<file path="src/source/rv_pkg.sv">
`default_nettype none

package rv_pkg;

  localparam int xlen       = 64;
  localparam int inst_width = 32;

  // ########################################
  // major opcodes
  localparam logic [6:0] op_imm    = 7'b0010011;
  localparam logic [6:0] op_imm_32 = 7'b0011011;
  localparam logic [6:0] op        = 7'b0110011;
  localparam logic [6:0] op_32     = 7'b0111011;
  localparam logic [6:0] lui       = 7'b0110111;
  localparam logic [6:0] auipc     = 7'b0010111;
  localparam logic [6:0] jal       = 7'b1101111;
  localparam logic [6:0] jalr      = 7'b1100111;
  localparam logic [6:0] branch    = 7'b1100011;
  localparam logic [6:0] load      = 7'b0000011;
  localparam logic [6:0] store     = 7'b0100011;
  localparam logic [6:0] system    = 7'b1110011;

  // ########################################
  // alu operation, one bit per op
  localparam int alu_op_width = 19;
  localparam int alu_add      = 0;
  localparam int alu_sub      = 1;
  localparam int alu_lt       = 2;
  localparam int alu_ltu      = 3;
  localparam int alu_and      = 4;
  localparam int alu_or       = 5;
  localparam int alu_xor      = 6;
  localparam int alu_sll      = 7;
  localparam int alu_srl      = 8;
  localparam int alu_sra      = 9;
  localparam int alu_out_imm  = 10;  // passes operand b.
  localparam int alu_eq       = 11;
  localparam int alu_ne       = 12;
  localparam int alu_ge       = 13;
  localparam int alu_geu      = 14;
  localparam int alu_addw     = 15;
  localparam int alu_sllw     = 16;
  localparam int alu_srlw     = 17;
  localparam int alu_sraw     = 18;

  // load width, one-hot.
  localparam int wdt_width = 4;
  localparam int wdt8      = 0;
  localparam int wdt16     = 1;
  localparam int wdt32     = 2;
  localparam int wdt64     = 3;

  typedef union packed {
    struct packed {
      logic [6:0] funct7;
      logic [4:0] rs2;
      logic [4:0] rs1;
      logic [2:0] funct3;
      logic [4:0] rd;
      logic [6:0] opcode;
    } r;
    struct packed {
      logic [11:0] imm12;  // also funct12 and shamt.
      logic [4:0]  rs1;
      logic [2:0]  funct3;
      logic [4:0]  rd;
      logic [6:0]  opcode;
    } i;
  } inst_u;

endpackage

`default_nettype wire

</file>
<file path="src/source/regfile.sv">
`timescale 1ns/100ps
`default_nettype none

module regfile (
  input  wire logic                    clk,
  input  wire logic                    rst_n,
  input  wire logic [4:0]              rs1,
  input  wire logic [4:0]              rs2,
  output logic      [rv_pkg::xlen-1:0] rd1,
  output logic      [rv_pkg::xlen-1:0] rd2,
  input  wire logic                    wen,
  input  wire logic [4:0]              wa,
  input  wire logic [rv_pkg::xlen-1:0] wd
);

  logic [rv_pkg::xlen-1:0] regs [32];

  assign rd1 = regs[rs1];
  assign rd2 = regs[rs2];

  always_ff @(posedge clk) begin
    if (!rst_n) begin
      for (int i = 0; i < 32; i++) begin
        regs[i] <= '0;
      end
    end else if (wen && wa != 5'd0) begin  // x0 stays zero.
      regs[wa] <= wd;
    end
  end

endmodule

`default_nettype wire

</file>
<file path="config.mk">
export PLATFORM = sky130hd
export DESIGN_NAME = regfile
export DESIGN_NICKNAME = d
export VERILOG_FILES = /design/src/source/rv_pkg.sv /design/src/source/regfile.sv
export SDC_FILE = /design/constraint.sdc
export NUM_CORES = 2
export LEC_CHECK = 0
export BUFFER_PORTS_ARGS = -buffer_cell sky130_fd_sc_hd__buf_4
export CORE_MARGIN = 5
export CORE_UTILIZATION = 40
export DETAILED_ROUTE_END_ITERATION = 10
export PLACE_DENSITY = 0.57
export SYNTH_ARGS = -nofsm -noshare
export SYNTH_HDL_FRONTEND = slang
export SYNTH_SLANG_ARGS = --single-unit
</file>
<file path="constraint.sdc">
create_clock -name clk -period 8.46 [get_ports clk]
set_input_delay 0.846 -clock clk [delete_from_list [all_inputs] [get_ports clk]]
set_output_delay 0.846 -clock clk [all_outputs]
set_load 0.01 [all_outputs]
</file>
==> flow_summary.ini <==
[run_status]
status = complete, but fails checks
violations = capacitance limit, slew limit

[synth]
synth_edf_count = 2048
ys_ff_latch = 2048
synth_warnings = 0
ys_seq_area_frac = 0.578
synthArstFlopShare = 0
syn_inst = 6973
avgSynthCellArea_um2 = 15.3
synth_cell_types = 42
synthFlopType = edfxtp_1
synth_area_mm2 = 0.106

[worst_hold_path]
hp-class = in2reg
hold_start = wd[20]
holdPathEnd = regs[21][20]$_SDFFCE_PN0P_
hold_depth = 2

[timing]
max_freq_ghz = 0.184
rsz0062_at_grt = no
slew_violations = 1
finalHoldViolCount = 0
min_period_ns = 5.44
finalSetupViolations = 0
setup_slack_ns = 3.02
fin_crit_sh = 0.643
tns_ns = 0
worstMarginPinSlew_ns = 1.48
max_slew_margin = -0.00928

[critical_path]
cp_max_fo = 29
crit_top_cell = buf_4
criticalPathCategory = in2out
path_cells = buf_4 -> clkinv_1 -> buf_4 -> nand2_4 -> buf_4 -> o22ai_1 -> nor4_1 -> buf_4
slowest_delay_ns = 0.72
cp-startpoint = rs2[2]
critPathRequiredTime_ns = 7.61
startpoint_type = input port
critPathArrivalTime_ns = 4.59
slowest_stage = nand2_4
end_kind = primary output

[cts]
cts_root_buffer = clkbuf_16
numCtsBuffers = 222
cts.sinks = 2048
h-tree-depth = 4
cts-resized-gates = 0
cts_buffer_depth = 3
cts_tree = yes
path_clk_slew_ns = 0.07
postCtsHoldBufs = 0
cts_setup_buffers = 0

[detailed_routing]
drt_iter0_drc = 12100
drc_errors = 0
ant_nets = 0
via_count = 70600
via_per_inst = 6.60
wl_um = 436000
wl_per_cell_um = 40.7
drtPass1Iterations = 6

[power]
p_sw_frac = 0.256
p_switching_uw = 6410
power_density_mw_per_mm2 = 210
worst_ir_drop_vdd_mv = 0.223
internal-power_uw = 18600
p_comb_frac = 0.119
p_leak_uw = 0.0404
sequentialPowerShare = 0.481
p_clk_frac = 0.400

[floorplan]
fp.coreArea_mm2 = 0.265
dieArea_mm2 = 0.277
io_pins = 210
start_util = 0.402
num_rows = 189
die_w_um = 526
die_h_um = 526

[placed_design]
post-place-ws_ns = 3.02
hpwl_um = 246000
place_congestion = 0.867
portBuffers = 209
dpl.cell_count = 10200

[global_route]
grt_pass1_vias = 69000
antenna_found_initial = 54
grt_use_total = 0.308
grt_overflow = 0
grt_pass1_wl_um = 587000
grt_max_degree = 114

[finish]
largest_reg_flops = 2048
stdcell_count = 10700
final_nets = 7020
final-seq-area_mm2 = 0.0615
top_regs = regs: 2048 flops
final_layout_size_suffix_gt1_frac = 0.247
regMostFlops = regs
multiInputGateArea_mm2 = 0.0426
n_fill_cell = 22900
area_growth_syn_to_layout_pct = 12.2

[flow_run]
cap_violations = 1
==> worst max path at each step <==
| stage | endpoint | slack [ns] | depth (start not counted) |
|---|---|---|---|
| finish | rd2[32] | 3.02 | 8 |
| global route | rd2[32] | 2.95 | 8 |
| CTS | rd2[32] | 3.01 | 8 |
| detailed placement | rd2[32] | 3.02 | 8 |
| global placement | rd2[13] | 2.99 | 7 |
| floorplan | regs[24][0]$_SDFFCE_PN0P_ | 1.88 | 4 |
==> power groups by stage <==
stage / logic (uW) / clock network, uW / registers (uW)
after CTS: 2960 / 10100 / 12000
after global routing: 3060 / 10500 / 12100
final: 2990 / 10000 / 12000
after detailed placement: 2950 / 0 / 12200
after global placement: 2940 / 0 / 12200
after floorplan: 1700 / 0 / 12200
==> metal layers <==
metal / GRT usage / up-vias / part of all wire
li1: - / 27100 / -
met1: 0.397 / 36800 / 0.36
met2: 0.474 / 5503 / 0.45
met3: 0.0835 / 1205 / 0.12
met4: 0.168 / 16 / 0.065
met5: 0 / - / 0.00024
==> cells in the mapped netlist (2+ instances only) <==
| library cell | count | share of area |
|---|---|---|
| a2111oi_0 | 13 | 0.0011 |
| a211oi_1 | 36 | 0.0025 |
| a21oi_1 | 41 | 0.0019 |
| a221oi_1 | 5 | 0.00041 |
| a22oi_1 | 196 | 0.014 |
| a31oi_1 | 2 | 0.00012 |
| and2_1 | 1991 | 0.12 |
| buf_1 | 15 | 0.00053 |
| buf_2 | 159 | 0.0075 |
| buf_4 | 66 | 0.0047 |
| buf_6 | 20 | 0.0021 |
| clkbuf_1 | 481 | 0.017 |
| clkbuf_2 | 2 | 0.000094 |
| edfxtp_1 | 2048 | 0.58 |
| mux2_2 | 32 | 0.0034 |
| mux2i_1 | 286 | 0.027 |
| mux4_2 | 869 | 0.18 |
| nand2_1 | 23 | 0.00081 |
| nand2b_1 | 11 | 0.00065 |
| nand3_1 | 48 | 0.0023 |
| nand3b_1 | 5 | 0.00035 |
| nand4_1 | 27 | 0.0016 |
| nor2_1 | 52 | 0.0018 |
| nor2_2 | 12 | 0.00071 |
| nor2_4 | 3 | 0.00032 |
| nor2b_1 | 46 | 0.0027 |
| nor3_1 | 6 | 0.00028 |
| nor4_1 | 95 | 0.0056 |
| o21ai_0 | 36 | 0.0017 |
| o22ai_1 | 326 | 0.019 |
| or2_2 | 6 | 0.00035 |
| or3_1 | 4 | 0.00024 |
| or3b_1 | 2 | 0.00016 |
==> worst max-delay path, delay by kind of cell <==
kind            cells  cell delay (ns)
buf+inv             5             2.05
simple gates        2             1.44
compound gates      1             0.13
==> final cells by class <==
class / count / area share
timing repair buffer: 421 / 0.0292
clock inverter: 145 / 0.0125
antenna: 39 / 0.000817
tap: 3533 / 0.0370
clock buffer: 273 / 0.0488
multi-input combinational: 4243 / 0.357
sequential: 2048 / 0.515
inverter: 2 / 0.000105
==> cells in the final DEF, fill, tap and decap left out, types with 7 or more instances in the layout <==
cell / count
nand3_1: 44
diode_2: 39
clkinv_2: 43
clkbuf_16: 226
mux2_2: 32
nor2_4: 40
nor2_1: 22
buf_4: 390
nand4_1: 27
nand2_1: 14
a22oi_1: 196
mux2i_1: 286
bufinv_16: 28
conb_1: 64
o22ai_1: 326
nor4_2: 7
nor2b_1: 38
buf_12: 23
edfxtp_1: 2048
clkinv_1: 54
o21ai_4: 31
nor4_1: 88
a2111oi_0: 11
a21oi_1: 41
mux4_2: 869
and2_1: 1990
inv_6: 8
a211oi_1: 36
clkbuf_1: 47
==> stage by stage <==
step	cell area [um^2]	util	power, uW	hold WS [ns]
final	119000	0.451	25000	0.461
after floorplan	107000	-	13900	1.04
after global routing	119000	0.450	25600	0.465
after detailed placement	112000	0.423	15200	1.36
after CTS	119000	0.450	25000	0.404
after global placement	112000	0.422	15100	1.34
==> cell families after synthesis <==
group / share of synthesized area
AND/OR/NAND/NOR: 0.135
buffers and inverters: 0.0319
multiplexers: 0.214
other: 0.0000352
AO/OA/AOI/OAI: 0.0410
flip-flops: 0.578
No activity file was read; power rests on OpenSTA's default activity.
