## config.mk

```make
export PLATFORM = sky130hd
export DESIGN_NAME = mem_arbiter_flat
export DESIGN_NICKNAME = d
export VERILOG_FILES = /design/src/source/rv_pkg.sv /design/src/source/mem_bus_if.sv /design/src/source/mem_arbiter.sv /design/src/flat_wrapper.sv
export SDC_FILE = /design/constraint.sdc
export NUM_CORES = 1
export LEC_CHECK = 0
export BUFFER_PORTS_ARGS = -buffer_cell sky130_fd_sc_hd__buf_2
export CAP_MARGIN = 20
export CORE_AREA = 4 4 181 183
export CTS_BUF_LIST = sky130_fd_sc_hd__clkbuf_8
export CTS_CLUSTER_DIAMETER = 50
export DETAILED_ROUTE_END_ITERATION = 8
export DIE_AREA = 0 0 185 187
export MAX_ROUTING_LAYER = met4
export SETUP_SLACK_MARGIN = 0.05
export SYNTH_ARGS = -nofsm -noshare
export SYNTH_HDL_FRONTEND = slang
export SYNTH_SLANG_ARGS = --single-unit
```

## constraint.sdc

```tcl
create_clock -name clk -period 1.49 [get_ports clk]
set_input_delay 0.149 -clock clk [delete_from_list [all_inputs] [get_ports clk]]
set_output_delay 0.149 -clock clk [all_outputs]
set_load 0.1 [all_outputs]
```

## src/source/rv_pkg.sv

```systemverilog
`default_nettype none

package rv_pkg;

  localparam int xlen       = 64;
  localparam int inst_width = 32;

  // ########################################
  // major opcodes
  localparam logic [6:0] op_imm    = 7'b0010011;
  localparam logic [6:0] op_imm_32 = 7'b0011011;
  localparam logic [6:0] op        = 7'b0110011;
  localparam logic [6:0] op_32     = 7'b0111011;
  localparam logic [6:0] lui       = 7'b0110111;
  localparam logic [6:0] auipc     = 7'b0010111;
  localparam logic [6:0] jal       = 7'b1101111;
  localparam logic [6:0] jalr      = 7'b1100111;
  localparam logic [6:0] branch    = 7'b1100011;
  localparam logic [6:0] load      = 7'b0000011;
  localparam logic [6:0] store     = 7'b0100011;
  localparam logic [6:0] system    = 7'b1110011;

  // ########################################
  // alu operation, one bit per op
  localparam int alu_op_width = 19;
  localparam int alu_add      = 0;
  localparam int alu_sub      = 1;
  localparam int alu_lt       = 2;
  localparam int alu_ltu      = 3;
  localparam int alu_and      = 4;
  localparam int alu_or       = 5;
  localparam int alu_xor      = 6;
  localparam int alu_sll      = 7;
  localparam int alu_srl      = 8;
  localparam int alu_sra      = 9;
  localparam int alu_out_imm  = 10;  // passes operand b.
  localparam int alu_eq       = 11;
  localparam int alu_ne       = 12;
  localparam int alu_ge       = 13;
  localparam int alu_geu      = 14;
  localparam int alu_addw     = 15;
  localparam int alu_sllw     = 16;
  localparam int alu_srlw     = 17;
  localparam int alu_sraw     = 18;

  // load width, one-hot.
  localparam int wdt_width = 4;
  localparam int wdt8      = 0;
  localparam int wdt16     = 1;
  localparam int wdt32     = 2;
  localparam int wdt64     = 3;

  typedef union packed {
    struct packed {
      logic [6:0] funct7;
      logic [4:0] rs2;
      logic [4:0] rs1;
      logic [2:0] funct3;
      logic [4:0] rd;
      logic [6:0] opcode;
    } r;
    struct packed {
      logic [11:0] imm12;  // also funct12 and shamt.
      logic [4:0]  rs1;
      logic [2:0]  funct3;
      logic [4:0]  rd;
      logic [6:0]  opcode;
    } i;
  } inst_u;

endpackage

`default_nettype wire

```

## src/source/mem_bus_if.sv

```systemverilog
`timescale 1ns/100ps
`default_nettype none

interface mem_bus_if #(
  parameter int addr_width = 16
);

  logic                    req;    // held until ready.
  logic                    we;
  logic [addr_width-1:0]   addr;   // doubleword aligned.
  logic [rv_pkg::xlen-1:0] wdata;
  logic [7:0]              wmask;
  logic [rv_pkg::xlen-1:0] rdata;  // valid with ready.
  logic                    ready;  // one-cycle pulse.

  modport requester (output req, we, addr, wdata, wmask, input rdata, ready);
  modport arbiter (input req, we, addr, wdata, wmask, output rdata, ready);

endinterface

`default_nettype wire

```

## src/source/mem_arbiter.sv

```systemverilog
`timescale 1ns/100ps
`default_nettype none

module mem_arbiter #(
  parameter int addr_width = 16
) (
  input  wire logic                    clk,
  input  wire logic                    rst_n,
  mem_bus_if.arbiter                   fetch,
  mem_bus_if.arbiter                   data,
  output logic                         mem_req,
  output logic                         mem_we,
  output logic      [addr_width-1:0]   mem_addr,
  output logic      [rv_pkg::xlen-1:0] mem_wdata,
  output logic      [7:0]              mem_wmask,
  input  wire logic [rv_pkg::xlen-1:0] mem_rdata,
  input  wire logic                    mem_ready
);

  logic locked;  // grant held until mem_ready.
  logic owner;   // 1 for the data side.
  logic sel;

  assign sel = locked ? owner : data.req;  // data wins a tie.

  assign mem_req   = sel ? data.req   : fetch.req;
  assign mem_we    = sel ? data.we    : fetch.we;
  assign mem_addr  = sel ? data.addr  : fetch.addr;
  assign mem_wdata = sel ? data.wdata : fetch.wdata;
  assign mem_wmask = sel ? data.wmask : fetch.wmask;

  assign data.ready  = mem_ready & sel;
  assign fetch.ready = mem_ready & ~sel;
  assign data.rdata  = sel ? mem_rdata : '0;
  assign fetch.rdata = sel ? '0 : mem_rdata;

  always_ff @(posedge clk) begin
    if (!rst_n) begin
      locked <= 1'b0;
      owner  <= 1'b0;
    end else if (mem_ready) begin
      locked <= 1'b0;
    end else if (mem_req && !locked) begin
      locked <= 1'b1;
      owner  <= sel;
    end
  end

  a_addr_stable: assert property (@(posedge clk) disable iff (!rst_n)
    mem_req && !mem_ready |=> mem_req && $stable(mem_addr));

endmodule

`default_nettype wire

```

## src/flat_wrapper.sv

```systemverilog
// flat-port wrapper written by rule: the top's interface ports become plain ports
module mem_arbiter_flat 
#(
  parameter int addr_width = 16
)
  (clk, rst_n, mem_req, mem_we, mem_addr, mem_wdata, mem_wmask, mem_rdata, mem_ready, fetch_req, fetch_we, fetch_addr, fetch_wdata, fetch_wmask, fetch_rdata, fetch_ready, data_req, data_we, data_addr, data_wdata, data_wmask, data_rdata, data_ready);
  mem_bus_if #(.addr_width(addr_width)) fetch_i ();
  mem_bus_if #(.addr_width(addr_width)) data_i ();
  input  wire logic clk;
  input  wire logic rst_n;
  output logic mem_req;
  output logic mem_we;
  output logic      [addr_width-1:0] mem_addr;
  output logic      [rv_pkg::xlen-1:0] mem_wdata;
  output logic      [7:0] mem_wmask;
  input  wire logic [rv_pkg::xlen-1:0] mem_rdata;
  input  wire logic mem_ready;
  input wire logic [$bits(fetch_i.req)-1:0] fetch_req;
  input wire logic [$bits(fetch_i.we)-1:0] fetch_we;
  input wire logic [$bits(fetch_i.addr)-1:0] fetch_addr;
  input wire logic [$bits(fetch_i.wdata)-1:0] fetch_wdata;
  input wire logic [$bits(fetch_i.wmask)-1:0] fetch_wmask;
  output wire logic [$bits(fetch_i.rdata)-1:0] fetch_rdata;
  output wire logic [$bits(fetch_i.ready)-1:0] fetch_ready;
  input wire logic [$bits(data_i.req)-1:0] data_req;
  input wire logic [$bits(data_i.we)-1:0] data_we;
  input wire logic [$bits(data_i.addr)-1:0] data_addr;
  input wire logic [$bits(data_i.wdata)-1:0] data_wdata;
  input wire logic [$bits(data_i.wmask)-1:0] data_wmask;
  output wire logic [$bits(data_i.rdata)-1:0] data_rdata;
  output wire logic [$bits(data_i.ready)-1:0] data_ready;
  assign fetch_i.req = fetch_req;
  assign fetch_i.we = fetch_we;
  assign fetch_i.addr = fetch_addr;
  assign fetch_i.wdata = fetch_wdata;
  assign fetch_i.wmask = fetch_wmask;
  assign fetch_rdata = fetch_i.rdata;
  assign fetch_ready = fetch_i.ready;
  assign data_i.req = data_req;
  assign data_i.we = data_we;
  assign data_i.addr = data_addr;
  assign data_i.wdata = data_wdata;
  assign data_i.wmask = data_wmask;
  assign data_rdata = data_i.rdata;
  assign data_ready = data_i.ready;
  mem_arbiter #(.addr_width(addr_width)) u_core (.clk(clk), .rst_n(rst_n), .fetch(fetch_i), .data(data_i), .mem_req(mem_req), .mem_we(mem_we), .mem_addr(mem_addr), .mem_wdata(mem_wdata), .mem_wmask(mem_wmask), .mem_rdata(mem_rdata), .mem_ready(mem_ready));
endmodule
```

==> impl_metrics.tcl <==
set metrics [dict create \
    status "finished with violations" \
    violations "negative setup slack" \
    tightest_slew_ns 0.513 \
    drive_above_1_share_pct 98.8 \
    r2r-start "u_core.locked$_SDFFE_PP0P_" \
    worstHoldStart "mem_ready" \
    die_h_um 187 \
    crit_chain "mux2i_4 -> buf_12 -> buf_12 -> buf_12 -> and2_2 -> buf_12" \
    finalNonFillerCells 1142 \
    cts_hold_buf 0 \
    yosysWarnings 0 \
    internal_power_mw 2.57 \
    max_slew_margin_pct 66.0 \
    min_period_ns 1.95 \
    path_common_cell "buf_12" \
    power-per-cell-area_mw_per_mm2 829 \
    ys.flop_type "dfxtp_1" \
    synth_area_per_cell_sq_um 8.18 \
    yosysTopAreaCell "mux2_2" \
    synth_cell_types 15 \
    yosys.area.top_type_share_pct 48.1 \
    htree_levels 1 \
    portBuffers 466 \
    synth_area_leaders "mux2_2 48%, and2_1 19%, nor2b_1 19%" \
    dpl.hpwl_mm 16.1 \
    synthAdderAreaFrac_pct 0 \
    insertion_delay_ns 0.21 \
    p_seq_share_pct 0.9 \
    synth-edff-count 0 \
    initial_core_util_pct 6.68 \
    cp_num_buf_inv 4 \
    crit_start "u_core.locked$_SDFFE_PP0P_" \
    cts.sinks 2 \
    cp-end-kind "output pin" \
    clock_path_buffers 2 \
    antenna_found_initial 1 \
    area_delta_synth_final_pct 308 \
    fp.coreArea_sq_mm 0.0312 \
    crit_type "reg -> out" \
    swShare_pct 63.5 \
    crit_path_start_kind "flop" \
    grt_max_degree 28 \
    combPwrFrac_pct 96.2 \
    place_congestion 0.834 \
    nFillCells 3246 \
    cap_violations 0 \
    clkPwrFrac_pct 3.0 \
    io_pins 467 \
    num_vias 3806 \
    grt_pass1_vias 4085 \
    ir_drop_mv 0.534 \
    track_usage_pct 9.41 \
    netlist_instances 255 \
    synth_compound_area_share_pct 0.660 \
    worstPathArrival_ns 1.80 \
    cts_made_buffers 3 \
    fin_nets 988 \
    path_max_fanout 20 \
    synthMostInstantiatedCell "mux2_2" \
    p_leak_nw 4.18 \
    cp_top_family "buffers and inverters" \
    grt_pass1_wl_mm 24.7 \
    gr-total-overflow 0 \
    syn-num-nets 502 \
    wl_per_cell_um 15.8 \
    yosys.area_share.simple_pct 40.5 \
    tritoncts "built" \
    clkTransAtPathRegs_ns 0.03 \
    synth_top_family_by_area "multiplexers" \
    ant_nets 0 \
    syn_area_sq_mm 0.00209 \
    rows 65 \
    synthMuxAreaShare_pct 49.0 \
    synth_xor_area_share_pct 0 \
    root_buffer "clkbuf_8" \
    final_max_slew_viol_count 0 \
    hold_viol_final 0 \
    die_area_sq_mm 0.0346 \
    drc 0 \
    max_stage_delay_ns 0.35 \
    synthTopCellsByCount "89 x mux2_2, 65 x and2_1, 65 x nor2b_1" \
    place_ws_ns -0.329 \
    finalSetupViolCount 219 \
    wl_mm 18.0 \
    max_freq_ghz 0.513 \
    finClkSkew_ns 0.00137 \
    switching_power_mw 4.49 \
    async_reset_ff_share_pct 0 \
    dieWidth_um 185 \
    required_ns 1.34 \
    yosysSeqAreaShare_pct 1.92 \
    critPathSlowestCell "dfxtp_4" \
    synth-seq-cells 2 \
    period_share_pct 131 \
    place_inst 1134 \
    hold_path.class "in -> reg" \
    drt-initial-drc-count 53 \
    setup_ws_ns -0.461 \
    drt_pass1_iterations 4 \
    setup_tns_ns -78.45 \
    rsz0062_at_grt "yes" \
    viasPerCell 3.33 \
]
[layout by cell type (no fill, tap or decap), drive strengths merged]
cell and n:
nor2 1, dfxtp 2, nor3 1, nor3b 2, diode 1, clkbuf 5
a21oi 1, o32ai 1, buf 503, nor2b 65, nand2 2, and2 65
mux2 89, mux2i 2
[final cells by class]
cell class | instances | area [sq um] | share of cell area [%]
antenna | 1 | 2.50 | 0.0294
timing repair buffer | 505 | 5330 | 62.5
clock buffer | 3 | 41.3 | 0.485
multi-input combinational | 229 | 2600 | 30.5
sequential | 2 | 43.8 | 0.514
tap | 402 | 503 | 5.91
[flip-flops by register name, summed over array words and instances (netlist names)]
| name | count |
|---|---|
| u_core.locked | 1 |
| u_core.owner | 1 |
[stage by stage]
step | instance area, sq um | hold WS (ns) | util [%] | power [mW]
6_report | 8520 | 0.178 | 27.3 | 7.06
2_1_floorplan | 2780 | 0.218 | - | 4.47
3_5_place_dp | 7700 | 0.389 | 24.7 | 6.42
5_1_grt | 8520 | 0.189 | 27.3 | 7.25
4_1_cts | 8190 | 0.180 | 26.2 | 6.92
3_3_place_gp | 7700 | 0.391 | 24.7 | 6.40
[cell families after synthesis]
family,after synthesis
AOI/OAI and AO/OA,2
muxes,91
and+or+nand+nor,136
buffers and inverters,24
DFF,2
[layer usage]
metal	GRT usage (%)	wire [um]	vias to the layer above
met4	0.960	93	0
met1	10.8	6650	1705
li1	-	-	1819
met2	17.3	9440	276
met5	-	0	-
met3	2.02	1850	6
[path summary, 6_finish.rpt]
check,cells after the start,slack (ns),endpoint
worst min-delay path,2,0.18,u_core.locked$_SDFFE_PP0P_
worst max register to register,3,0.61,u_core.owner$_SDFFE_PN0P_
worst max-delay path,6,-0.46,fetch_rdata[23]
worst min register to register,2,0.61,u_core.owner$_SDFFE_PN0P_
[worst register-to-register path: cells and delay by family, from the launching register on]
family / cells / cell delay [ns]
buffers and inverters: 1 / 0.14
and+or+nand+nor: 1 / 0.18
AOI/OAI and AO/OA: 1 / 0.09
DFF: 1 / 0.34
[power by group through the flow]
stage          Sequential, mW  Combinational (mW)  Clock, mW
3_3_place_gp           0.0623                6.34          0
2_1_floorplan          0.0619                4.41          0
3_5_place_dp           0.0624                6.36          0
6_report               0.0607                6.79      0.210
4_1_cts                0.0618                6.65      0.217
5_1_grt                0.0615                6.97      0.227
[timing repair]
action	4_1_cts	5_1_grt
setup endpoints to repair	219	219
endpoints found under the hold margin	0	0
gates resized for setup	142	92
gates cloned	0	2
setup buffers	0	2
No activity file was read; power rests on OpenSTA's default activity.
