$ cat config.mk
export PLATFORM = sky130hd
export DESIGN_NAME = decoder
export DESIGN_NICKNAME = d
export VERILOG_FILES = /design/src/source/rv_pkg.sv /design/src/source/decoder.sv
export SDC_FILE = /design/constraint.sdc
export NUM_CORES = 1
export LEC_CHECK = 0
export ABC_AREA = 1
export BUFFER_PORTS_ARGS = -buffer_cell sky130_fd_sc_hd__buf_2
export CORE_UTILIZATION = 35
export DETAILED_ROUTE_END_ITERATION = 12
export PLACE_DENSITY = 0.91
export SYNTH_ARGS = -nofsm -noshare
export SYNTH_HDL_FRONTEND = slang
export SYNTH_SLANG_ARGS = --single-unit
$ cat constraint.sdc
create_clock -name vclk -period 2.47
set_clock_uncertainty 0.15 [all_clocks]
set_input_delay 0.494 -clock vclk [all_inputs]
set_output_delay 0.494 -clock vclk [all_outputs]
set_load 0.005 [all_outputs]
$ cat src/source/rv_pkg.sv
`default_nettype none

package rv_pkg;

  localparam int xlen       = 64;
  localparam int inst_width = 32;

  // ########################################
  // major opcodes
  localparam logic [6:0] op_imm    = 7'b0010011;
  localparam logic [6:0] op_imm_32 = 7'b0011011;
  localparam logic [6:0] op        = 7'b0110011;
  localparam logic [6:0] op_32     = 7'b0111011;
  localparam logic [6:0] lui       = 7'b0110111;
  localparam logic [6:0] auipc     = 7'b0010111;
  localparam logic [6:0] jal       = 7'b1101111;
  localparam logic [6:0] jalr      = 7'b1100111;
  localparam logic [6:0] branch    = 7'b1100011;
  localparam logic [6:0] load      = 7'b0000011;
  localparam logic [6:0] store     = 7'b0100011;
  localparam logic [6:0] system    = 7'b1110011;

  // ########################################
  // alu operation, one bit per op
  localparam int alu_op_width = 19;
  localparam int alu_add      = 0;
  localparam int alu_sub      = 1;
  localparam int alu_lt       = 2;
  localparam int alu_ltu      = 3;
  localparam int alu_and      = 4;
  localparam int alu_or       = 5;
  localparam int alu_xor      = 6;
  localparam int alu_sll      = 7;
  localparam int alu_srl      = 8;
  localparam int alu_sra      = 9;
  localparam int alu_out_imm  = 10;  // passes operand b.
  localparam int alu_eq       = 11;
  localparam int alu_ne       = 12;
  localparam int alu_ge       = 13;
  localparam int alu_geu      = 14;
  localparam int alu_addw     = 15;
  localparam int alu_sllw     = 16;
  localparam int alu_srlw     = 17;
  localparam int alu_sraw     = 18;

  // load width, one-hot.
  localparam int wdt_width = 4;
  localparam int wdt8      = 0;
  localparam int wdt16     = 1;
  localparam int wdt32     = 2;
  localparam int wdt64     = 3;

  typedef union packed {
    struct packed {
      logic [6:0] funct7;
      logic [4:0] rs2;
      logic [4:0] rs1;
      logic [2:0] funct3;
      logic [4:0] rd;
      logic [6:0] opcode;
    } r;
    struct packed {
      logic [11:0] imm12;  // also funct12 and shamt.
      logic [4:0]  rs1;
      logic [2:0]  funct3;
      logic [4:0]  rd;
      logic [6:0]  opcode;
    } i;
  } inst_u;

endpackage

`default_nettype wire

$ cat src/source/decoder.sv
`timescale 1ns/100ps
`default_nettype none

module decoder (
  input  wire logic                           clk,
  input  wire rv_pkg::inst_u                  inst,
  output logic [4:0]                          rd,
  output logic [4:0]                          rs1,
  output logic [4:0]                          rs2,
  output logic [rv_pkg::xlen-1:0]             imm,
  output logic                                need_imm, is_ebreak, is_auipc, is_jal, is_jalr,
  output logic                                reg_wen, mem_wen, is_load, is_branch,
  output logic                                is_unsigned, inst_not_ipl,
  output logic [rv_pkg::alu_op_width-1:0]     alu_op,
  output logic [rv_pkg::wdt_width-1:0]        wdt_op,
  output logic [7:0]                          wmask
);

  wire [rv_pkg::inst_width-1:0] raw = inst;
  wire [7:0] f3 = 8'd1 << inst.i.funct3;  // funct3 as one-hot.

  wire opc_imm    = inst.r.opcode == rv_pkg::op_imm;
  wire opc_imm_32 = inst.r.opcode == rv_pkg::op_imm_32;
  wire opc_op     = inst.r.opcode == rv_pkg::op;
  wire opc_op_32  = inst.r.opcode == rv_pkg::op_32;
  wire opc_load   = inst.r.opcode == rv_pkg::load;
  wire opc_store  = inst.r.opcode == rv_pkg::store;
  wire opc_branch = inst.r.opcode == rv_pkg::branch;
  wire opc_system = inst.r.opcode == rv_pkg::system;
  wire lui        = inst.r.opcode == rv_pkg::lui;
  wire auipc      = inst.r.opcode == rv_pkg::auipc;
  wire jal        = inst.r.opcode == rv_pkg::jal;
  wire jalr       = inst.r.opcode == rv_pkg::jalr;

  wire f7_zero = inst.r.funct7 == 7'b0000000;
  wire f7_alt  = inst.r.funct7 == 7'b0100000;
  wire sh_zero = inst.i.imm12[11:6] == 6'b000000;  // six-bit shamt on rv64.
  wire sh_alt  = inst.i.imm12[11:6] == 6'b010000;

  // ########################################
  // instruction names
  wire addi   = opc_imm & f3[0];
  wire slti   = opc_imm & f3[2];
  wire sltiu  = opc_imm & f3[3];
  wire xori   = opc_imm & f3[4];
  wire ori    = opc_imm & f3[6];
  wire andi   = opc_imm & f3[7];
  wire slli   = opc_imm & f3[1] & sh_zero;
  wire srli   = opc_imm & f3[5] & sh_zero;
  wire srai   = opc_imm & f3[5] & sh_alt;
  wire add    = opc_op & f3[0] & f7_zero;
  wire sub    = opc_op & f3[0] & f7_alt;
  wire sll    = opc_op & f3[1] & f7_zero;
  wire slt    = opc_op & f3[2] & f7_zero;
  wire sltu   = opc_op & f3[3] & f7_zero;
  wire xor_r  = opc_op & f3[4] & f7_zero;
  wire srl    = opc_op & f3[5] & f7_zero;
  wire sra    = opc_op & f3[5] & f7_alt;
  wire or_r   = opc_op & f3[6] & f7_zero;
  wire and_r  = opc_op & f3[7] & f7_zero;
  wire addiw  = opc_imm_32 & f3[0];
  wire slliw  = opc_imm_32 & f3[1] & f7_zero;
  wire srliw  = opc_imm_32 & f3[5] & f7_zero;
  wire sraiw  = opc_imm_32 & f3[5] & f7_alt;
  wire sllw   = opc_op_32 & f3[1] & f7_zero;
  wire srlw   = opc_op_32 & f3[5] & f7_zero;
  wire sraw   = opc_op_32 & f3[5] & f7_alt;
  wire beq    = opc_branch & f3[0];
  wire bne    = opc_branch & f3[1];
  wire blt    = opc_branch & f3[4];
  wire bge    = opc_branch & f3[5];
  wire bltu   = opc_branch & f3[6];
  wire bgeu   = opc_branch & f3[7];
  wire lb     = opc_load & f3[0];
  wire lh     = opc_load & f3[1];
  wire lw     = opc_load & f3[2];
  wire ld     = opc_load & f3[3];
  wire lbu    = opc_load & f3[4];
  wire lhu    = opc_load & f3[5];
  wire lwu    = opc_load & f3[6];
  wire sd     = opc_store & f3[3];
  wire ebreak = opc_system & f3[0] & (inst.i.imm12 == 12'h001);

  wire any_load = lb | lh | lw | ld | lbu | lhu | lwu;
  wire branch   = beq | bne | blt | bge | bltu | bgeu;

  // ########################################
  // immediate by format
  wire i_type = opc_imm | opc_imm_32 | opc_load | jalr;
  wire u_type = lui | auipc;

  wire [63:0] imm_i = {{52{raw[31]}}, inst.i.imm12};
  wire [63:0] imm_u = {{32{raw[31]}}, raw[31:12], 12'd0};
  wire [63:0] imm_j = {{44{raw[31]}}, raw[19:12], raw[20], raw[30:21], 1'b0};
  wire [63:0] imm_s = {{52{raw[31]}}, raw[31:25], raw[11:7]};
  wire [63:0] imm_b = {{52{raw[31]}}, raw[7], raw[30:25], raw[11:8], 1'b0};

  assign imm = ({64{i_type}} & imm_i) | ({64{u_type}} & imm_u) | ({64{jal}} & imm_j) |
               ({64{opc_store}} & imm_s) | ({64{opc_branch}} & imm_b);

  assign rd  = inst.r.rd;
  assign rs1 = inst.r.rs1;
  assign rs2 = inst.r.rs2;

  // ########################################
  // control strobes
  assign alu_op[rv_pkg::alu_add]     = addi | add | auipc | jal | jalr | any_load | sd;
  assign alu_op[rv_pkg::alu_sub]     = sub;
  assign alu_op[rv_pkg::alu_lt]      = slti | slt | blt;
  assign alu_op[rv_pkg::alu_ltu]     = sltiu | sltu | bltu;
  assign alu_op[rv_pkg::alu_and]     = andi | and_r;
  assign alu_op[rv_pkg::alu_or]      = ori | or_r;
  assign alu_op[rv_pkg::alu_xor]     = xori | xor_r;
  assign alu_op[rv_pkg::alu_sll]     = slli | sll;
  assign alu_op[rv_pkg::alu_srl]     = srli | srl;
  assign alu_op[rv_pkg::alu_sra]     = srai | sra;
  assign alu_op[rv_pkg::alu_out_imm] = lui;
  assign alu_op[rv_pkg::alu_eq]      = beq;
  assign alu_op[rv_pkg::alu_ne]      = bne;
  assign alu_op[rv_pkg::alu_ge]      = bge;
  assign alu_op[rv_pkg::alu_geu]     = bgeu;
  assign alu_op[rv_pkg::alu_addw]    = addiw;
  assign alu_op[rv_pkg::alu_sllw]    = slliw | sllw;
  assign alu_op[rv_pkg::alu_srlw]    = srliw | srlw;
  assign alu_op[rv_pkg::alu_sraw]    = sraiw | sraw;

  assign need_imm  = opc_imm | opc_imm_32 | u_type | jal | jalr | any_load | sd;
  assign reg_wen   = opc_imm | opc_imm_32 | opc_op | opc_op_32 | u_type | jal | jalr |
                     any_load;
  assign mem_wen   = sd;
  assign wmask     = sd ? 8'hff : 8'h00;  // doubleword stores only.
  assign is_ebreak = ebreak;
  assign is_auipc  = auipc;
  assign is_jal    = jal;
  assign is_jalr   = jalr;
  assign is_load   = any_load;
  assign is_branch = branch;

  assign wdt_op[rv_pkg::wdt8]  = lb | lbu;
  assign wdt_op[rv_pkg::wdt16] = lh | lhu;
  assign wdt_op[rv_pkg::wdt32] = lw | lwu;
  assign wdt_op[rv_pkg::wdt64] = ld;
  assign is_unsigned           = lbu | lhu | lwu;

  assign inst_not_ipl = ~(addi | slti | sltiu | xori | ori | andi | slli | srli | srai |
                          add | sub | sll | slt | sltu | xor_r | srl | sra | or_r | and_r |
                          addiw | slliw | srliw | sraiw | sllw | srlw | sraw |
                          u_type | jal | jalr | branch | any_load | sd | ebreak);

  a_alu_onehot: assert property (@(posedge clk) !inst_not_ipl |-> $onehot0(alu_op));

endmodule

`default_nettype wire

==> results of run 1 <==
-- cells by family (layout without fill, tap and decap cells) --
family                 Yosys count  after routing
AO/OA/AOI/OAI                   12             12
buffers and inverters          110            212
AND/OR/NAND/NOR                187            189
-- timing repair --
item                       in CTS  in global routing
setup endpoints to repair       1                 65
pin swaps                       0                  7
gates resized for setup         1                 22
gates cloned                    0                  2
buffers inserted                0                  5
hold buffers                    0                  0
-- worst max-delay path by stage --
stage / startpoint / to / depth (start not counted)
2_1_floorplan: inst[1] / imm[32] / 9
3_3_place_gp: inst[6] / alu_op[2] / 9
3_5_place_dp: inst[3] / imm[20] / 9
4_1_cts: inst[6] / imm[32] / 7
5_1_grt: inst[5] / imm[9] / 11
6_report: inst[5] / imm[58] / 10
-- placed cells by master, fill, tap and decap left out, types with 2 or more instances in the layout --
cell type,netlist,final
nand2_1,86,79
nor2_2,2,2
buf_6,3,2
buf_2,1,152
inv_2,3,3
nor2_4,3,5
nor3_1,6,5
nand3_2,1,3
nand3_1,32,30
o21ai_0,5,4
nor2_1,42,40
nand2_2,3,8
a21oi_1,3,3
buf_4,64,14
nand4_1,4,4
inv_1,39,38
o22ai_1,2,2
nand2_4,2,4
nand2_8,0,2
-- critical path, cell delays in order --
cell,delay [ns]
buf_2,0.15
inv_1,0.08
nand2_1,0.12
nor2_4,0.07
nand2_4,0.10
nand4_4,0.16
o21ai_4,0.22
buf_12,0.16
nand2_8,0.07
buf_2,0.14
-- power by group --
| part | switching (mW) | internal (mW) |
|---|---|---|
| Combinational | 0.109 | 0.0768 |
| Clock | 0 | 0 |
| Sequential | 0 | 0 |
-- layout make-up --
class	count	area, µm²
Fill cell	464	2230
Inverter	42	160
Multi-Input combinational cell	201	1040
Tap cell	52	65.1
Timing Repair Buffer	170	916
-- layer usage --
metal	vias up	wire, µm	global-route usage [%]
li1	1105	-	-
met4	0	65	4.67
met3	6	309	0.577
met1	976	2070	22.3
met2	112	2770	35.1
met5	-	0	0
-- through the flow --
step,std cells,area (µm²),TNS (ns)
6_report,465,2180,0
5_1_grt,465,2180,-0.857
4_1_cts,458,2030,0
3_5_place_dp,458,2030,0
3_3_place_gp,458,2030,0
2_1_floorplan,309,1630,0
==> run_results.csv, run 1 <==
group,metric,value,unit
status,status,"completed",
grt,first_global_vias,1687,
worst_setup_path,cp.required,1.83,ns
synthesis,synth_warnings,0,
power,peakVddDrop,0.0549,mV
synthesis,synthMuxAreaShare,0,%
flow_run,cap_violations,0,
floorplanning,fp-row-count,24,
worst_setup_path,worstPathMaxFanout,16,
floorplanning,die_height,70.0,µm
worst_hold_path,min_path_type,"primary input to output pin",
sta,setup_viol,0,
floorplanning,initial_core_util,36.7,%
drt,post-route-drc-count,0,
floorplanning,ios,154,
synthesis,yosysTopAreaCell,"buf_4",
sta,post-route-period-util,97.8,%
power,finalPower,0.186,mW
grt,grt_antenna_before_repair,0,
worst_setup_path,endpoint_kind,"output pin",
worst_hold_path,min-delay-start,"inst[16]",
sta,relSlewSlack,76.3,%
drt,drt_wl_total,5220,µm
floorplanning,die_area,0.00490,mm²
synthesis,syn_area,0.00162,mm²
worst_hold_path,min_to,"rs1[1]",
layout,antenna_cells,0,
synthesis,synthAdderAreaFrac,0,%
layout,register_area,0,µm²
placed_design,dp_hpwl,4260,µm
drt,wire_per_inst,11.2,µm
sta,drv_slew,0,
drt,dr.pass1.iters,4,
synthesis,synthSimpleGateAreaFrac,53.4,%
layout,clkbuf_count,0,
synthesis,synth_xor_area_share,0,%
synthesis,synth_top_family_by_area,"simple AND/OR/NAND/NOR gates",
grt,gr-usage-all-layers,18.4,%
synthesis,synth.area.top_cells,"buf_4, nand2_1, nand3_1, nor2_1, inv_1",
worst_setup_path,crit_arrival,1.77,ns
sta,hold_viol_final,0,
sta,tightest_slew,0.353,ns
synthesis,ys_types,26,
layout,nets,448,
layout,syn2layout_area_growth,34.9,%
sta,layout_min_cycle_time,2.41,ns
synthesis,mappedNetlistNets,342,
synthesis,synth_compound_area_share,4.79,%
drt,avgViaCountPerCell,4.73,
worst_setup_path,startpoint_type,"primary input",
synthesis,synth.top_cell.area_share,29.7,%
worst_hold_path,min_path_cells,2,
grt,grt_max_degree,34,
layout,utilization,49.5,%
synthesis,syn_inst,309,
layout,seq_cells,0,
placed_design,dp_slack,0.00406,ns
synthesis,avgSynthCellArea,5.24,µm²
synthesis,ys_top_cells_by_count,"nand2_1, buf_4, nor2_1, inv_1, nand3_1",
sta,rsz0062_at_grt,"true",
drt,initialDrtViolationCount,70,
placed_design,gp_congestion,0.921,
worst_setup_path,path_class,"primary input to output pin",
layout,drive_above_1_share,49.6,%
floorplanning,die_x,70.0,µm
sta,fmax,414,MHz
power,powerDensity,85.0,mW/mm²
drt,vias,2199,
grt,grt_pass1_wl,7670,µm
synthesis,yosysMostFrequentCell,"nand2_1",
grt,grt.overflow.total,0,
placed_design,numPortBuffers,153,
synthesis,ys_seq_area_share,0,%
floorplanning,core_region_area,0.00441,mm²
sta,timing.hold.ws,1.02,ns
sta,setup_ws,0.0550,ns
drt,ant_nets,0,
power,p_leak,1.69,nW
No activity file was read; power rests on OpenSTA's default activity.
==> run 2: changes to the inputs <==
CORE_ASPECT_RATIO = 1.2   (was unset)
==> run 2 against run 1 <==
- final cell count fell by 0.22%
- hold slack improved by 0.0025 ns
- global-route usage rose by 0.60 points
- non-clock buffer count fell by 4
- combinational power fell by 4%
- critical path depth did not move
- largest cell class unchanged
- total power fell by 3.3%
- sequential share of layout area did not move
- maximum frequency rose by 0.90%
- first-iteration DRC count fell by 2.9%
- die area barely moved
- flip-flop and latch count did not move
==> run_results.csv, run 2 (same netlist as run 1, synthesis figures left out) <==
group,metric,value,unit
worst_hold_path,min_to,"rd[4]",
power,p_sw,0.105,mW
sta,drv_slew,0,
power,p_leak,1.64,nW
grt,first_global_vias,1807,
sta,hold_viol_final,0,
power,seq_power_share,0,%
power,finalPower,0.179,mW
layout,antenna_cells,0,
layout,multi_input_area,0.00100,mm²
worst_setup_path,cpPeakStageDelay,0.33,ns
sta,relSlewSlack,77.0,%
worst_setup_path,startpoint_type,"primary input",
placed_design,dp_slack,-0.0261,ns
worst_hold_path,min_path_cells,2,
placed_design,dp_hpwl,4240,µm
floorplanning,die_height,76.5,µm
layout,nets,443,
drt,ant_nets,0,
worst_setup_path,endpoint_kind,"output pin",
worst_setup_path,crit_start,"inst[3]",
worst_hold_path,min-delay-start,"inst[11]",
sta,setup_viol,0,
worst_setup_path,worstPathMaxFanout,8,
drt,post-route-drc-count,0,
grt,grt_antenna_before_repair,0,
floorplanning,die_x,64.1,µm
layout,utilization,48.5,%
placed_design,dpl-instance-area,0.00202,mm²
layout,seq_cells,0,
floorplanning,core_region_area,0.00436,mm²
placed_design,gp_congestion,0.887,
grt,grt_pass1_wl,7850,µm
sta,layout_min_cycle_time,2.39,ns
sta,fmax,418,MHz
placed_design,numPortBuffers,153,
worst_setup_path,critical_path.cell_chain,"buf_4, inv_2, nand2_2, nor2_4, nand2_4, nand4_4, o21ai_4, buf_6, nand2_1, buf_2",
layout,clkbuf_count,0,
power,powerDensity,84.8,mW/mm²
layout,design_area,0.00212,mm²
drt,initialDrtViolationCount,68,
power,p_clk_share,0,%
sta,setup_ws,0.0766,ns
grt,gr-usage-all-layers,19.0,%
grt,use_met3,1.95,%
worst_setup_path,crit_arrival,1.75,ns
worst_setup_path,path_class,"primary input to output pin",
power,p_int,0.0742,mW
sta,post-route-period-util,96.9,%
power,p_comb_share,100.0,%
worst_hold_path,min_path_type,"primary input to output pin",
worst_setup_path,cpMaxStageDelayCell,"o21ai_4",
grt,use_met1,20.8,%
drt,drt_wl_total,5090,µm
power,peakVddDrop,0.0353,mV
floorplanning,fp-row-count,26,
layout,syn2layout_area_growth,30.7,%
power,switching_share,58.6,%
grt,grt_util_met2,37.9,%
floorplanning,die_area,0.00490,mm²
layout,layout_common_cells,"buf_2, nand2_1, nor2_1, inv_1, nand3_1",
grt,busiest_layer,"met2",
flow_run,cap_violations,0,
sta,tightest_slew,0.343,ns
drt,vias,2148,
layout,fillers,485,
grt,grt.overflow.total,0,
drt,wire_per_inst,11.0,µm
floorplanning,initial_core_util,37.1,%
status,status,"completed",
layout,drive_above_1_share,49.0,%
grt,grt_max_degree,34,
drt,avgViaCountPerCell,4.63,
drt,dr.pass1.iters,6,
sta,rsz0062_at_grt,"true",
layout,mostFrequentLayoutCell,"buf_2",
clock_network,ctsHoldBuffers,0,
floorplanning,ios,154,
worst_setup_path,cp.required,1.83,ns
layout,register_area,0,µm²
[run 2: through the flow]
| step | cells | setup TNS (ns) | hold WS (ns) |
|---|---|---|---|
| 2_1_floorplan | 309 | 0 | 0.872 |
| 3_3_place_gp | 460 | 0 | 1.02 |
| 3_5_place_dp | 460 | -0.736 | 1.02 |
| 4_1_cts | 460 | 0 | 1.02 |
| 5_1_grt | 464 | -0.187 | 1.03 |
| 6_report | 464 | 0 | 1.02 |
[run 2: area by class of cell]
class                           instances  area share (%)
Multi-Input combinational cell        200            47.5
Timing Repair Buffer                  166            41.6
Inverter                               42            7.57
Tap cell                               56            3.31
[run 2: critical path, delay by kind of cell]
kind                   cells  cell delay, ns
buffers and inverters      4            0.47
AO/OA/AOI/OAI              1            0.33
AND/OR/NAND/NOR            5            0.43
[run 2: worst max path at each step]
stage | to | slack [ns]
after detailed placement | imm[45] | -0.03
after CTS | imm[21] | 0.03
after global placement | imm[38] | 0.03
final | imm[15] | 0.08
after floorplan | imm[32] | 0.09
after global routing | imm[12] | -0.02
[run 2: timing repair]
action / CTS / global route
buffers inserted: 0 / 3
cloned: 0 / 1
setup endpoints to repair: 33 / 65
pin swaps: 0 / 8
resized for setup: 1 / 23
[run 2: power by group through the flow]
| stage | combinational, mW | sequential (mW) | clock, mW |
|---|---|---|---|
| 2_1_floorplan | 0.109 | 0 | 0 |
| 3_3_place_gp | 0.165 | 0 | 0 |
| 3_5_place_dp | 0.168 | 0 | 0 |
| 4_1_cts | 0.169 | 0 | 0 |
| 5_1_grt | 0.199 | 0 | 0 |
| 6_report | 0.179 | 0 | 0 |
[run 2: metal layers]
| layer | vias to the layer above | share of wire, % |
|---|---|---|
| li1 | 1098 | - |
| met1 | 941 | 39 |
| met2 | 101 | 53 |
| met3 | 8 | 6.5 |
| met4 | 0 | 1.0 |
| met5 | - | 0 |
